## src/common/fetch_defs.svh

```systemverilog
// Fetch and cache geometry; line words and set count must be powers of two, PC is word aligned
`ifndef FETCH_DEFS_SVH
`define FETCH_DEFS_SVH

// Physical address width, equal to the PC width
`define FETCH_ADDR_WIDTH 32

// Words of 32 bits in one cache line
`define FETCH_LINE_WORDS 4

// Set index bits, 16 sets
`define FETCH_INDEX_WIDTH 4

// PC after reset
`define FETCH_INITIAL_PC 32'h0000_1000

// Cycles without a lookup after a flush
`define FETCH_FLUSH_STALL 2

`endif

```

## src/common/fetchPkg.sv

```systemverilog
// Cache address and controller types; the tag takes every address bit above index and offsets
`include "fetch_defs.svh"

`default_nettype none

package fetchPkg;

    localparam int wordOffsetWidth = $clog2(`FETCH_LINE_WORDS);
    localparam int tagWidth = `FETCH_ADDR_WIDTH - `FETCH_INDEX_WIDTH - wordOffsetWidth - 2;
    localparam int lineWidth = `FETCH_LINE_WORDS * 32;

    typedef logic [tagWidth-1:0] tagT;
    typedef logic [`FETCH_INDEX_WIDTH-1:0] indexT;
    typedef logic [lineWidth-1:0] lineT;

    // PC and line address, seen either as a plain word or split into cache fields
    typedef union packed {
        logic [`FETCH_ADDR_WIDTH-1:0] raw;
        struct packed {
            tagT                        tag;
            indexT                      index;
            logic [wordOffsetWidth-1:0] wordOffset;
            logic [1:0]                 byteOffset;
        } fields;
    } fetchAddrT;

    typedef enum logic [1:0] {
        stateDefault    = 2'h0,
        stateInvalidate = 2'h1,
        stateReplace    = 2'h2
    } fetchStateT;

endpackage

`default_nettype wire

```

## src/common/axiLitePkg.sv

```systemverilog
// AXI4-Lite read response codes only; no write channel types
`default_nettype none

package axiLitePkg;

    typedef enum logic [1:0] {
        respOkay   = 2'b00,
        respExOkay = 2'b01,
        respSlvErr = 2'b10,
        respDecErr = 2'b11
    } respT;

    // SLVERR and DECERR both mean the data beat is unusable
    function automatic logic isErrorResp(input respT resp);
        return (resp == respSlvErr) || (resp == respDecErr);
    endfunction

endpackage

`default_nettype wire

```

## src/fetch/lineArray.sv

```systemverilog
// Valid/tag/data set array with one-cycle read; a read in a write cycle returns the old entry
`include "fetch_defs.svh"

`timescale 1ns/1ns
`default_nettype none

module lineArray (
    input  logic            clk,
    input  logic            rst,
    input  fetchPkg::indexT index,
    input  logic            writeEnable,
    input  logic            writeValid,
    input  fetchPkg::tagT   writeTag,
    input  fetchPkg::lineT  writeLine,
    output logic            readValid,
    output fetchPkg::tagT   readTag,
    output fetchPkg::lineT  readLine
);
    import fetchPkg::*;

    localparam int numSets = 1 << `FETCH_INDEX_WIDTH;

    logic [numSets-1:0] validBits;
    tagT                tagMem [numSets];
    lineT               dataMem [numSets];

    // Valid bit per set, with its registered read
    always_ff @(posedge clk) begin
        if (rst) begin
            validBits <= '0;
            readValid <= 1'b0;
        end else begin
            readValid <= validBits[index];
            if (writeEnable) begin
                validBits[index] <= writeValid;
            end
        end
    end

    always_ff @(posedge clk) begin
        readTag <= tagMem[index];
        readLine <= dataMem[index];
        if (writeEnable) begin
            tagMem[index] <= writeTag;
            dataMem[index] <= writeLine;
        end
    end

endmodule

`default_nettype wire

```

## src/fetch/iCacheInvalidater.sv

```systemverilog
// Clears every valid bit, one set per enabled cycle; a request during a walk merges into it
`timescale 1ns/1ns
`default_nettype none

module iCacheInvalidater (
    input  logic            clk,
    input  logic            rst,
    input  logic            enable,
    input  logic            request,
    output fetchPkg::indexT index,
    output logic            writeEnable,
    output logic            waitInvalidate,
    output logic            done
);
    import fetchPkg::*;

    indexT setCount;
    logic  pending;

    always_comb begin
        index = setCount;
        writeEnable = enable;
        done = enable && (setCount == '1);
        waitInvalidate = pending;
    end

    always_ff @(posedge clk) begin
        if (rst) begin
            setCount <= '0;
            pending <= 1'b0;
        end else begin
            if (done) begin
                setCount <= '0;
            end else if (enable) begin
                setCount <= setCount + 1'b1;
            end

            // Held until the walk finishes, so a refill in progress is not disturbed
            if (request) begin
                pending <= 1'b1;
            end else if (done) begin
                pending <= 1'b0;
            end
        end
    end

endmodule

`default_nettype wire

```

## src/fetch/iCacheReplacer.sv

```systemverilog
// AXI4-Lite line refill, one read outstanding; missAddr is sampled only in the first enabled cycle
`include "fetch_defs.svh"

`timescale 1ns/1ns
`default_nettype none

module iCacheReplacer (
    input  logic                clk,
    input  logic                rst,
    input  logic                enable,
    input  fetchPkg::fetchAddrT missAddr,
    output fetchPkg::indexT     index,
    output logic                writeEnable,
    output fetchPkg::tagT       writeTag,
    output fetchPkg::lineT      writeLine,
    output logic                done,
    output logic                error,
    output logic                arvalid,
    output logic [31:0]         araddr,
    input  logic                arready,
    input  logic                rvalid,
    input  logic [31:0]         rdata,
    input  axiLitePkg::respT    rresp,
    output logic                rready
);
    import fetchPkg::*;
    import axiLitePkg::*;

    localparam logic [wordOffsetWidth-1:0] lastBeat = wordOffsetWidth'(`FETCH_LINE_WORDS - 1);

    logic                       active;
    logic                       dataPhase;
    logic [wordOffsetWidth-1:0] beat;
    tagT                        baseTag;
    indexT                      baseIndex;
    logic                       errSticky;
    logic                       lastData;

    // Earlier words of the line; the last one goes straight from rdata into the array
    logic [(`FETCH_LINE_WORDS-1)*32-1:0] wordBuf;

    always_comb begin
        arvalid = active && !dataPhase;
        araddr = {baseTag, baseIndex, beat, 2'b00};
        rready = active && dataPhase;

        lastData = active && dataPhase && rvalid && (beat == lastBeat);
        writeEnable = lastData;
        done = lastData;
        error = errSticky || isErrorResp(rresp);

        index = baseIndex;
        writeTag = baseTag;
        writeLine = {rdata, wordBuf};
    end

    always_ff @(posedge clk) begin
        if (rst) begin
            active <= 1'b0;
            dataPhase <= 1'b0;
            beat <= '0;
            errSticky <= 1'b0;
        end else if (!active) begin
            // Start a refill of the line holding missAddr
            if (enable) begin
                active <= 1'b1;
                dataPhase <= 1'b0;
                beat <= '0;
                errSticky <= 1'b0;
            end
        end else if (!dataPhase) begin
            if (arready) begin
                dataPhase <= 1'b1;
            end
        end else if (rvalid) begin
            dataPhase <= 1'b0;
            if (isErrorResp(rresp)) begin
                errSticky <= 1'b1;
            end
            if (beat == lastBeat) begin
                active <= 1'b0;
            end else begin
                beat <= beat + 1'b1;
            end
        end
    end

    always_ff @(posedge clk) begin
        if (!active && enable) begin
            baseTag <= missAddr.fields.tag;
            baseIndex <= missAddr.fields.index;
        end
        if (active && dataPhase && rvalid && beat != lastBeat) begin
            wordBuf[{beat, 5'b0} +: 32] <= rdata;
        end
    end

endmodule

`default_nettype wire

```

## src/fetch/fetchUnit.sv

```systemverilog
// Fetch stage over a direct-mapped I-cache; 4-byte PC steps only, flush target must be word aligned
`include "fetch_defs.svh"

`timescale 1ns/1ns
`default_nettype none

module fetchUnit (
    input  logic                clk,
    input  logic                rst,
    input  logic                stall,
    input  logic                flush,
    input  logic                invalidate,
    input  fetchPkg::fetchAddrT nextPc,
    output logic                valid,
    output logic                fault,
    output fetchPkg::fetchAddrT pc,
    output logic [31:0]         instr,
    output logic                arvalid,
    output logic [31:0]         araddr,
    input  logic                arready,
    input  logic                rvalid,
    input  logic [31:0]         rdata,
    input  axiLitePkg::respT    rresp,
    output logic                rready
);
    import fetchPkg::*;

    localparam int stallCountWidth = $clog2(`FETCH_FLUSH_STALL) + 1;

    fetchStateT                 state;
    fetchStateT                 stateNext;
    fetchAddrT                  pcNext;
    logic                       lookup;
    logic                       lookupNext;
    logic                       faultReg;
    logic                       faultNext;
    logic [stallCountWidth-1:0] stallCount;
    logic [stallCountWidth-1:0] stallCountNext;

    logic cacheMiss;
    logic holdFetch;
    logic goInvalidate;

    indexT arrayIndex;
    logic  arrayWriteEnable;
    logic  arrayWriteValid;
    logic  arrayReadValid;
    tagT   arrayReadTag;
    lineT  arrayReadLine;

    indexT invIndex;
    logic  invWriteEnable;
    logic  waitInvalidate;
    logic  invDone;

    indexT repIndex;
    logic  repWriteEnable;
    tagT   repWriteTag;
    lineT  repWriteLine;
    logic  repDone;
    logic  repError;

    lineArray array (
        .clk,
        .rst,
        .index(arrayIndex),
        .writeEnable(arrayWriteEnable),
        .writeValid(arrayWriteValid),
        .writeTag(repWriteTag),
        .writeLine(repWriteLine),
        .readValid(arrayReadValid),
        .readTag(arrayReadTag),
        .readLine(arrayReadLine)
    );

    iCacheInvalidater invalidater (
        .clk,
        .rst,
        .enable(state == stateInvalidate),
        .request(invalidate),
        .index(invIndex),
        .writeEnable(invWriteEnable),
        .waitInvalidate,
        .done(invDone)
    );

    iCacheReplacer replacer (
        .clk,
        .rst,
        .enable(state == stateReplace),
        .missAddr(pc),
        .index(repIndex),
        .writeEnable(repWriteEnable),
        .writeTag(repWriteTag),
        .writeLine(repWriteLine),
        .done(repDone),
        .error(repError),
        .arvalid,
        .araddr,
        .arready,
        .rvalid,
        .rdata,
        .rresp,
        .rready
    );

    always_comb begin
        cacheMiss = lookup && (!arrayReadValid || arrayReadTag != pc.fields.tag);
        valid = (lookup && !cacheMiss) || faultReg;
        fault = faultReg;
        instr = arrayReadLine[{pc.fields.wordOffset, 5'b0} +: 32];
        holdFetch = stall || (stallCount != '0);
        // Do not drop a shown instruction that decode is still holding
        goInvalidate = waitInvalidate && !(valid && stall);
    end

    always_comb begin
        if (flush) begin
            pcNext.raw = nextPc.raw;
        end else if (holdFetch || !valid || faultReg || state != stateDefault) begin
            pcNext.raw = pc.raw;
        end else begin
            pcNext.raw = pc.raw + 32'd4;
        end
    end

    // Array port ownership by state
    always_comb begin
        case (state)
            stateInvalidate: begin
                arrayIndex = invIndex;
                arrayWriteEnable = invWriteEnable;
                arrayWriteValid = 1'b0;
            end
            stateReplace: begin
                arrayIndex = repIndex;
                arrayWriteEnable = repWriteEnable;
                arrayWriteValid = !repError;
            end
            default: begin
                arrayIndex = pcNext.fields.index;
                arrayWriteEnable = 1'b0;
                arrayWriteValid = 1'b0;
            end
        endcase
    end

    always_comb begin
        case (state)
            stateInvalidate: stateNext = invDone ? stateDefault : stateInvalidate;
            stateReplace:    stateNext = repDone ? stateDefault : stateReplace;
            default: begin
                if (goInvalidate) begin
                    stateNext = stateInvalidate;
                end else if (cacheMiss && !flush) begin
                    stateNext = stateReplace;
                end else begin
                    stateNext = stateDefault;
                end
            end
        endcase

        lookupNext = (state == stateDefault) && (stateNext == stateDefault) && !flush
            && (stallCount == '0) && !faultReg;

        if (flush) begin
            faultNext = 1'b0;
        end else if (state == stateReplace && repDone && repError) begin
            faultNext = 1'b1;
        end else begin
            faultNext = faultReg;
        end

        if (flush) begin
            stallCountNext = stallCountWidth'(`FETCH_FLUSH_STALL);
        end else if (stallCount != '0) begin
            stallCountNext = stallCount - 1'b1;
        end else begin
            stallCountNext = '0;
        end
    end

    always_ff @(posedge clk) begin
        if (rst) begin
            state <= stateDefault;
            pc.raw <= `FETCH_INITIAL_PC;
            lookup <= 1'b0;
            faultReg <= 1'b0;
            stallCount <= '0;
        end else begin
            state <= stateNext;
            pc <= pcNext;
            lookup <= lookupNext;
            faultReg <= faultNext;
            stallCount <= stallCountNext;
        end
    end

endmodule

`default_nettype wire

```

## config.mk

```make
export PLATFORM = sky130hd
export DESIGN_NAME = fetchUnit
export DESIGN_NICKNAME = d
export VERILOG_FILES = /design/src/common/fetchPkg.sv /design/src/common/axiLitePkg.sv /design/src/fetch/lineArray.sv /design/src/fetch/iCacheInvalidater.sv /design/src/fetch/iCacheReplacer.sv /design/src/fetch/fetchUnit.sv
export VERILOG_INCLUDE_DIRS = /design/src /design/src/common
export SDC_FILE = /design/constraint.sdc
export NUM_CORES = 2
export LEC_CHECK = 0
export ABC_AREA = 1
export BUFFER_PORTS_ARGS = -buffer_cell sky130_fd_sc_hd__buf_2
export CAP_MARGIN = 5
export CORE_MARGIN = 4
export CORE_UTILIZATION = 46
export DETAILED_ROUTE_END_ITERATION = 12
export PLACE_DENSITY_LB_ADDON = 0.25
export SYNTH_ARGS = -nofsm -noshare
export SYNTH_HDL_FRONTEND = slang
export SYNTH_SLANG_ARGS = --single-unit
```

## constraint.sdc

```tcl
create_clock -name clk -period 10.1 [get_ports clk]
set_input_delay 2.02 -clock clk [delete_from_list [all_inputs] [get_ports clk]]
set_output_delay 2.02 -clock clk [all_outputs]
set_load 0.005 [all_outputs]
```

After elaboration in Yosys (flattened, before gate mapping). Memories as Yosys holds them, arrays and structs flattened. A register that Yosys moved wholly into a read port is not among the register bits. Index checks and enable logic that the tools add are counted.

Add/subtract/negate cells: 5. Magnitude comparators: 2. Equality and inequality tests: 13. Shift-type cells: 3. Muxes and demuxes: 41. Bitwise operators: 1. Reductions and logical operators: 48.

Operators with widths (count): indexed part select 128 x 8 -> 32 bit (1); bitwise mux 96 bit (1); variable shift 32 x 9 -> 96 bit (first input constant) (1); indexed part select 32 x 9 -> 96 bit (1); 2-to-1 mux 32 bit (2); adder 32 x 3 -> 32 bit (second input constant) (1); inequality test 24 bit (1); 2-to-1 mux 1 bit (22); 2-to-1 mux 2 bit (10); logical AND 1 bit (19); bitwise mux 16 bit (1); inequality test 2 bit (second input constant) (6); logical NOT 1 bit (9); negation 7 -> 9 bit (1); equality test 2 bit (second input constant) (4); logical OR 1 bit (8); case mux 4 bit (2 select lines) (1); AND reduction 4 bit (2); nonzero test 2 bit (4); logical NOT 2 bit (3); less-than comparator 4 x 5 -> 1 bit (second input constant) (1); adder 4 x 1 -> 4 bit (second input constant) (1); binary-select mux 1 bit (select 4 bit) (1); demux 1 bit (select 4 bit) (1); 10 further kinds (11).

Register bits: 189. Bits in writable memories: 2432. Output and inout bits: 100. Word-level logic and storage cells: 133. Memories kept: 2.

Memory list: array.dataMem (depth 16, bits a word 128, rd ports 1, clocked after Yosys merged registers in 1, wr ports 1, line lineArray.sv:25) `lineT dataMem [numSets];`; array.tagMem (depth 16, bits a word 24, rd ports 1, clocked after Yosys merged registers in 1, wr ports 1, line lineArray.sv:24) `tagT tagMem [numSets];`.

Depth between registers and ports, before layout.
Depth in word-level cells: 18. Mapped depth: 24.

Modules after synthesis. From an unflattened synthesis, not the netlist that was laid out.

Cell total of the unflattened synthesis: 8251. Area, all modules: 106641.0 um^2.

Modules (own cells, without submodules): lineArray (instances 1, cells an instance 7005, area each 96675.2 um^2, seq. area each 76413.3 um^2); iCacheReplacer (instances 1, cells an instance 395, area each 5450.2 um^2, seq. area each 3823.7 um^2); fetchUnit (instances 1, cells an instance 820, area each 4284.1 um^2, seq. area each 760.7 um^2); iCacheInvalidater (instances 1, cells an instance 31, area each 231.5 um^2, seq. area each 100.1 um^2).

Worst setup path after synthesis. No wires, ideal clock.

Kind: input to register. Start: in stall. End: mem array.dataMem[4][0] (netlist name), enable pin. Library setup time: 0.667 ns. Arrival: 9.855 ns. Required time: 9.433 ns. Path slack: -0.422 ns. Cell stages on the path: 12. Cells stage by stage: inv_1 > nand2_1 > nor3_2 > inv_1 > nor2_2 > nand3_1 > nand3_1 > nand2_1 > a21boi_1 > clkbuf_1 > nand3_2 > nor2_1.

Cells in the longest elaborated chain, start to end: 7.

Ends and longest elaborated chain: start: declaration (line fetchUnit.sv:10) `input logic stall,`; logical OR 1 bit (line fetchUnit.sv:112) `holdFetch = stall || (stallCount != '0);`; logical OR 1 bit (3 in series) (line fetchUnit.sv:120) `end else if (holdFetch || !valid || faultReg || state != stateDefault) begin`; 2-to-1 mux 32 bit (line fetchUnit.sv:120); 2-to-1 mux 32 bit (line fetchUnit.sv:118) `if (flush) begin`; case mux 4 bit (2 select lines) (line fetchUnit.sv:129) `case (state)`; end: declaration (line lineArray.sv:25).

Every way passes these cells. The select of a mux whose other input is x is not followed.

Final worst setup path.
Start: reg pc[2] (netlist name). End: out instr[30].

Cells in the longest elaborated chain, start to end: 1.

Ends and longest elaborated chain: start: declaration (line fetchUnit.sv:16) `output fetchPkg::fetchAddrT pc,`; start signal: assignment (line fetchUnit.sv:192) `pc <= pcNext;`; indexed part select 128 x 8 -> 32 bit (line fetchUnit.sv:111) `instr = arrayReadLine[{pc.fields.wordOffset, 5'b0} +: 32];`; end: declaration (line fetchUnit.sv:17) `output logic [31:0] instr,`.

Every way passes these cells.

==> metrics.cfg <==
[setup_path]
cp.required_ns=8.08
start_kind=flop
cpPeakStageDelay_ns=0.81
arrival_ns=4.18
crit_fanout=38
worstSetupEndpointType=primary output
critical_path_class=flop to primary output
worstPathCellList=inv_4 -> buf_4 -> o21ai_0 -> o22ai_1 -> buf_2
critPathSlowestCell=o22ai_1

[clock_network]
cts_max_path_buffers=4
cts_setup_buffers=0
cts_sinks=2773
path_clk_slew_ns=0.05
numCtsBuffers=299
htree_levels=5
root_buffer=clkbuf_16
clkLatencyLatePin_ns=0.95
cts_tree=yes
ctsResizeCount=0
ctsHoldBuffers=0

[synthesis]
syn_area_um2=112000
synth_common_cells=nand2_1 (3739), edfxtp_1 (2556), nand3_1 (1865), buf_2 (471), inv_1 (413)
syn_area_per_cell_um2=11.2
yosysSeqAreaShare=0.724
synth_top_area_frac=0.685
yosys_warnings=0
yosys.cell_types.count=48
synthArstFlopShare=0
synth_flop_cell=edfxtp_1
yosys.area.top_type=edfxtp_1
ys_top_cells_by_area=edfxtp_1 (69%), nand2_1 (13%), nand3_1 (8.3%), dfxtp_1 (3.9%), buf_2 (2.1%)
synth_edf_count=2556
syn_inst=9962
post-synth-top-count-cell=nand2_1
ys_ff_latch=2773

[floorplan]
dieWidth_um=502
die_h_um=502
core_um2=241000
dieArea_um2=252000
start_util=0.464
io_pins=173
row_count=180

[sta]
clock.fmax_mhz=161
finalCritPeriodShare=0.614
relSlewSlack=0.162
fin_worst_skew_ns=0.0525
maxSlewViolCount=0
finalHoldViolCount=0
setup_tns_ns=0
layout_setup_ws_ns=3.90
finalSetupViolations=0
period_minus_slack_ns=6.20
rsz0062_at_grt=no
tightest_slew_ns=1.25

[pwr]
p_leak_uw=0.0473
peakVddDrop_v=0.000200
power_density_nw_per_um2=203

[placed_design]
hpwl_mm=137
routabilityCongestion=0.827
place_ws_ns=3.27
portBuffers=169

[route]
dr_total_vias=73639
routedWlPerCell_um=22.5
ant_nets=0
drt_pass1_iterations=6
drc=0
via_per_inst=5.52
dr.first_iter.drc_count=7064
drt_wl_total_mm=300

[grt]
grt_start_max_net_pins=206
grt_pass1_vias=70545
globalRoute.totalOverflow=0
antenna_found_initial=13
track_usage=0.234
grt_pass1_wl_mm=446

[finish]
syn_to_final_growth_pct=11.1
nets=10021
drive_above_1_share=0.0749
finalCoreUtilization=0.516

[run_status]
outcome=complete, no violations

[worst_hold_path]
hold_class=flop to flop

[run]
maxCapViolCount=0

through the flow:
step                      total power, µW  cell area [µm²]  instances  hold WS (ns)
final                               25200           124000      13344         0.466
after global routing                26100           124000      13341         0.491
after CTS                           25400           124000      13340         0.460
after detailed placement            15100           115000      12822         0.449
after global placement              15000           115000      12822         0.437
after floorplan                     14400           112000       9963         0.427
layout make-up:
cell class	instances	area (µm²)
clock buffers	408	8300
repair buffers	264	1960
diodes	4	10.0
inverters	449	1760
well taps	3185	3990
clock inverters	110	916
flip-flops and latches	2773	81100
fillers	20626	117000
multi-input cells	6151	26400
flip-flops by register name, indices dropped and copies added (netlist names), 16 cells and up:
signal and flops:
array.validBits 16, pc 32, replacer.wordBuf 96, array.readLine 128, array.tagMem 384, array.readTag 24, array.dataMem 2048, replacer.writeTag 24
power breakdown:
part	switching, µW	total (µW)	leakage, µW	internal (µW)
Clock	4330	10400	0.00452	6090
Combinational	1600	2160	0.0177	566
Sequential	101	12700	0.0250	12600
Total	6030	25200	0.0473	19200
cell usage in the layout, fill, tap and decap left out, types with 18 or more instances in the layout:
cell type,n
clkinv_2,44
edfxtp_1,2556
buf_4,63
nor3_1,54
o21ai_0,91
nor2_1,215
clkinv_1,36
o22ai_1,33
clkbuf_1,74
nand3_1,1864
clkbuf_16,304
dfxtp_1,215
nand4_1,18
clkbuf_8,30
a21oi_1,18
buf_12,32
buf_2,169
nand2_1,3735
inv_2,29
inv_1,410
worst max-delay path, delay by kind of cell (launching register included):
kind | cells | cell delay [ns]
buf+inv | 3 | 1.56
compound gates | 2 | 0.98
flops | 1 | 0.53
worst paths after layout:
kind | from | end | slack, ns | depth (start not counted)
setup / recovery | pc[2]$_SDFFE_PP0P_ | instr[30] | 3.90 | 5
hold / removal | stallCount[1]$_SDFF_PP0_ | stallCount[1]$_SDFF_PP0_ | 0.47 | 2
setup reg to reg | pc[2]$_SDFFE_PP0P_ | array.dataMem[8][8]$_DFFE_PP_ | 4.57 | 11
hold reg to reg | stallCount[1]$_SDFF_PP0_ | stallCount[1]$_SDFF_PP0_ | 0.47 | 2
logic make-up (layout without fill, tap and decap cells):
| kind of cell | count (synthesis) | count (layout) | synth area share |
|---|---|---|---|
| AOI/OAI and AO/OA | 181 | 181 | 0.00927 |
| xor gates and xnor gates | 20 | 20 | 0.00156 |
| adders and majority gates | 10 | 10 | 0.00112 |
| buffers and inverters | 1039 | 1231 | 0.0419 |
| DFF | 2773 | 2773 | 0.724 |
| muxes | 1 | 1 | 0.0000893 |
| other | 1 | 6 | 0.0000335 |
| and+or+nand+nor | 5937 | 5937 | 0.222 |
per-layer routing:
metal  track usage  routed length [µm]
met1         0.310              123000
met2         0.402              148000
met3        0.0344               21400
met4        0.0716                8470
met5             0                  52
(Power assumes the default switching activity.)
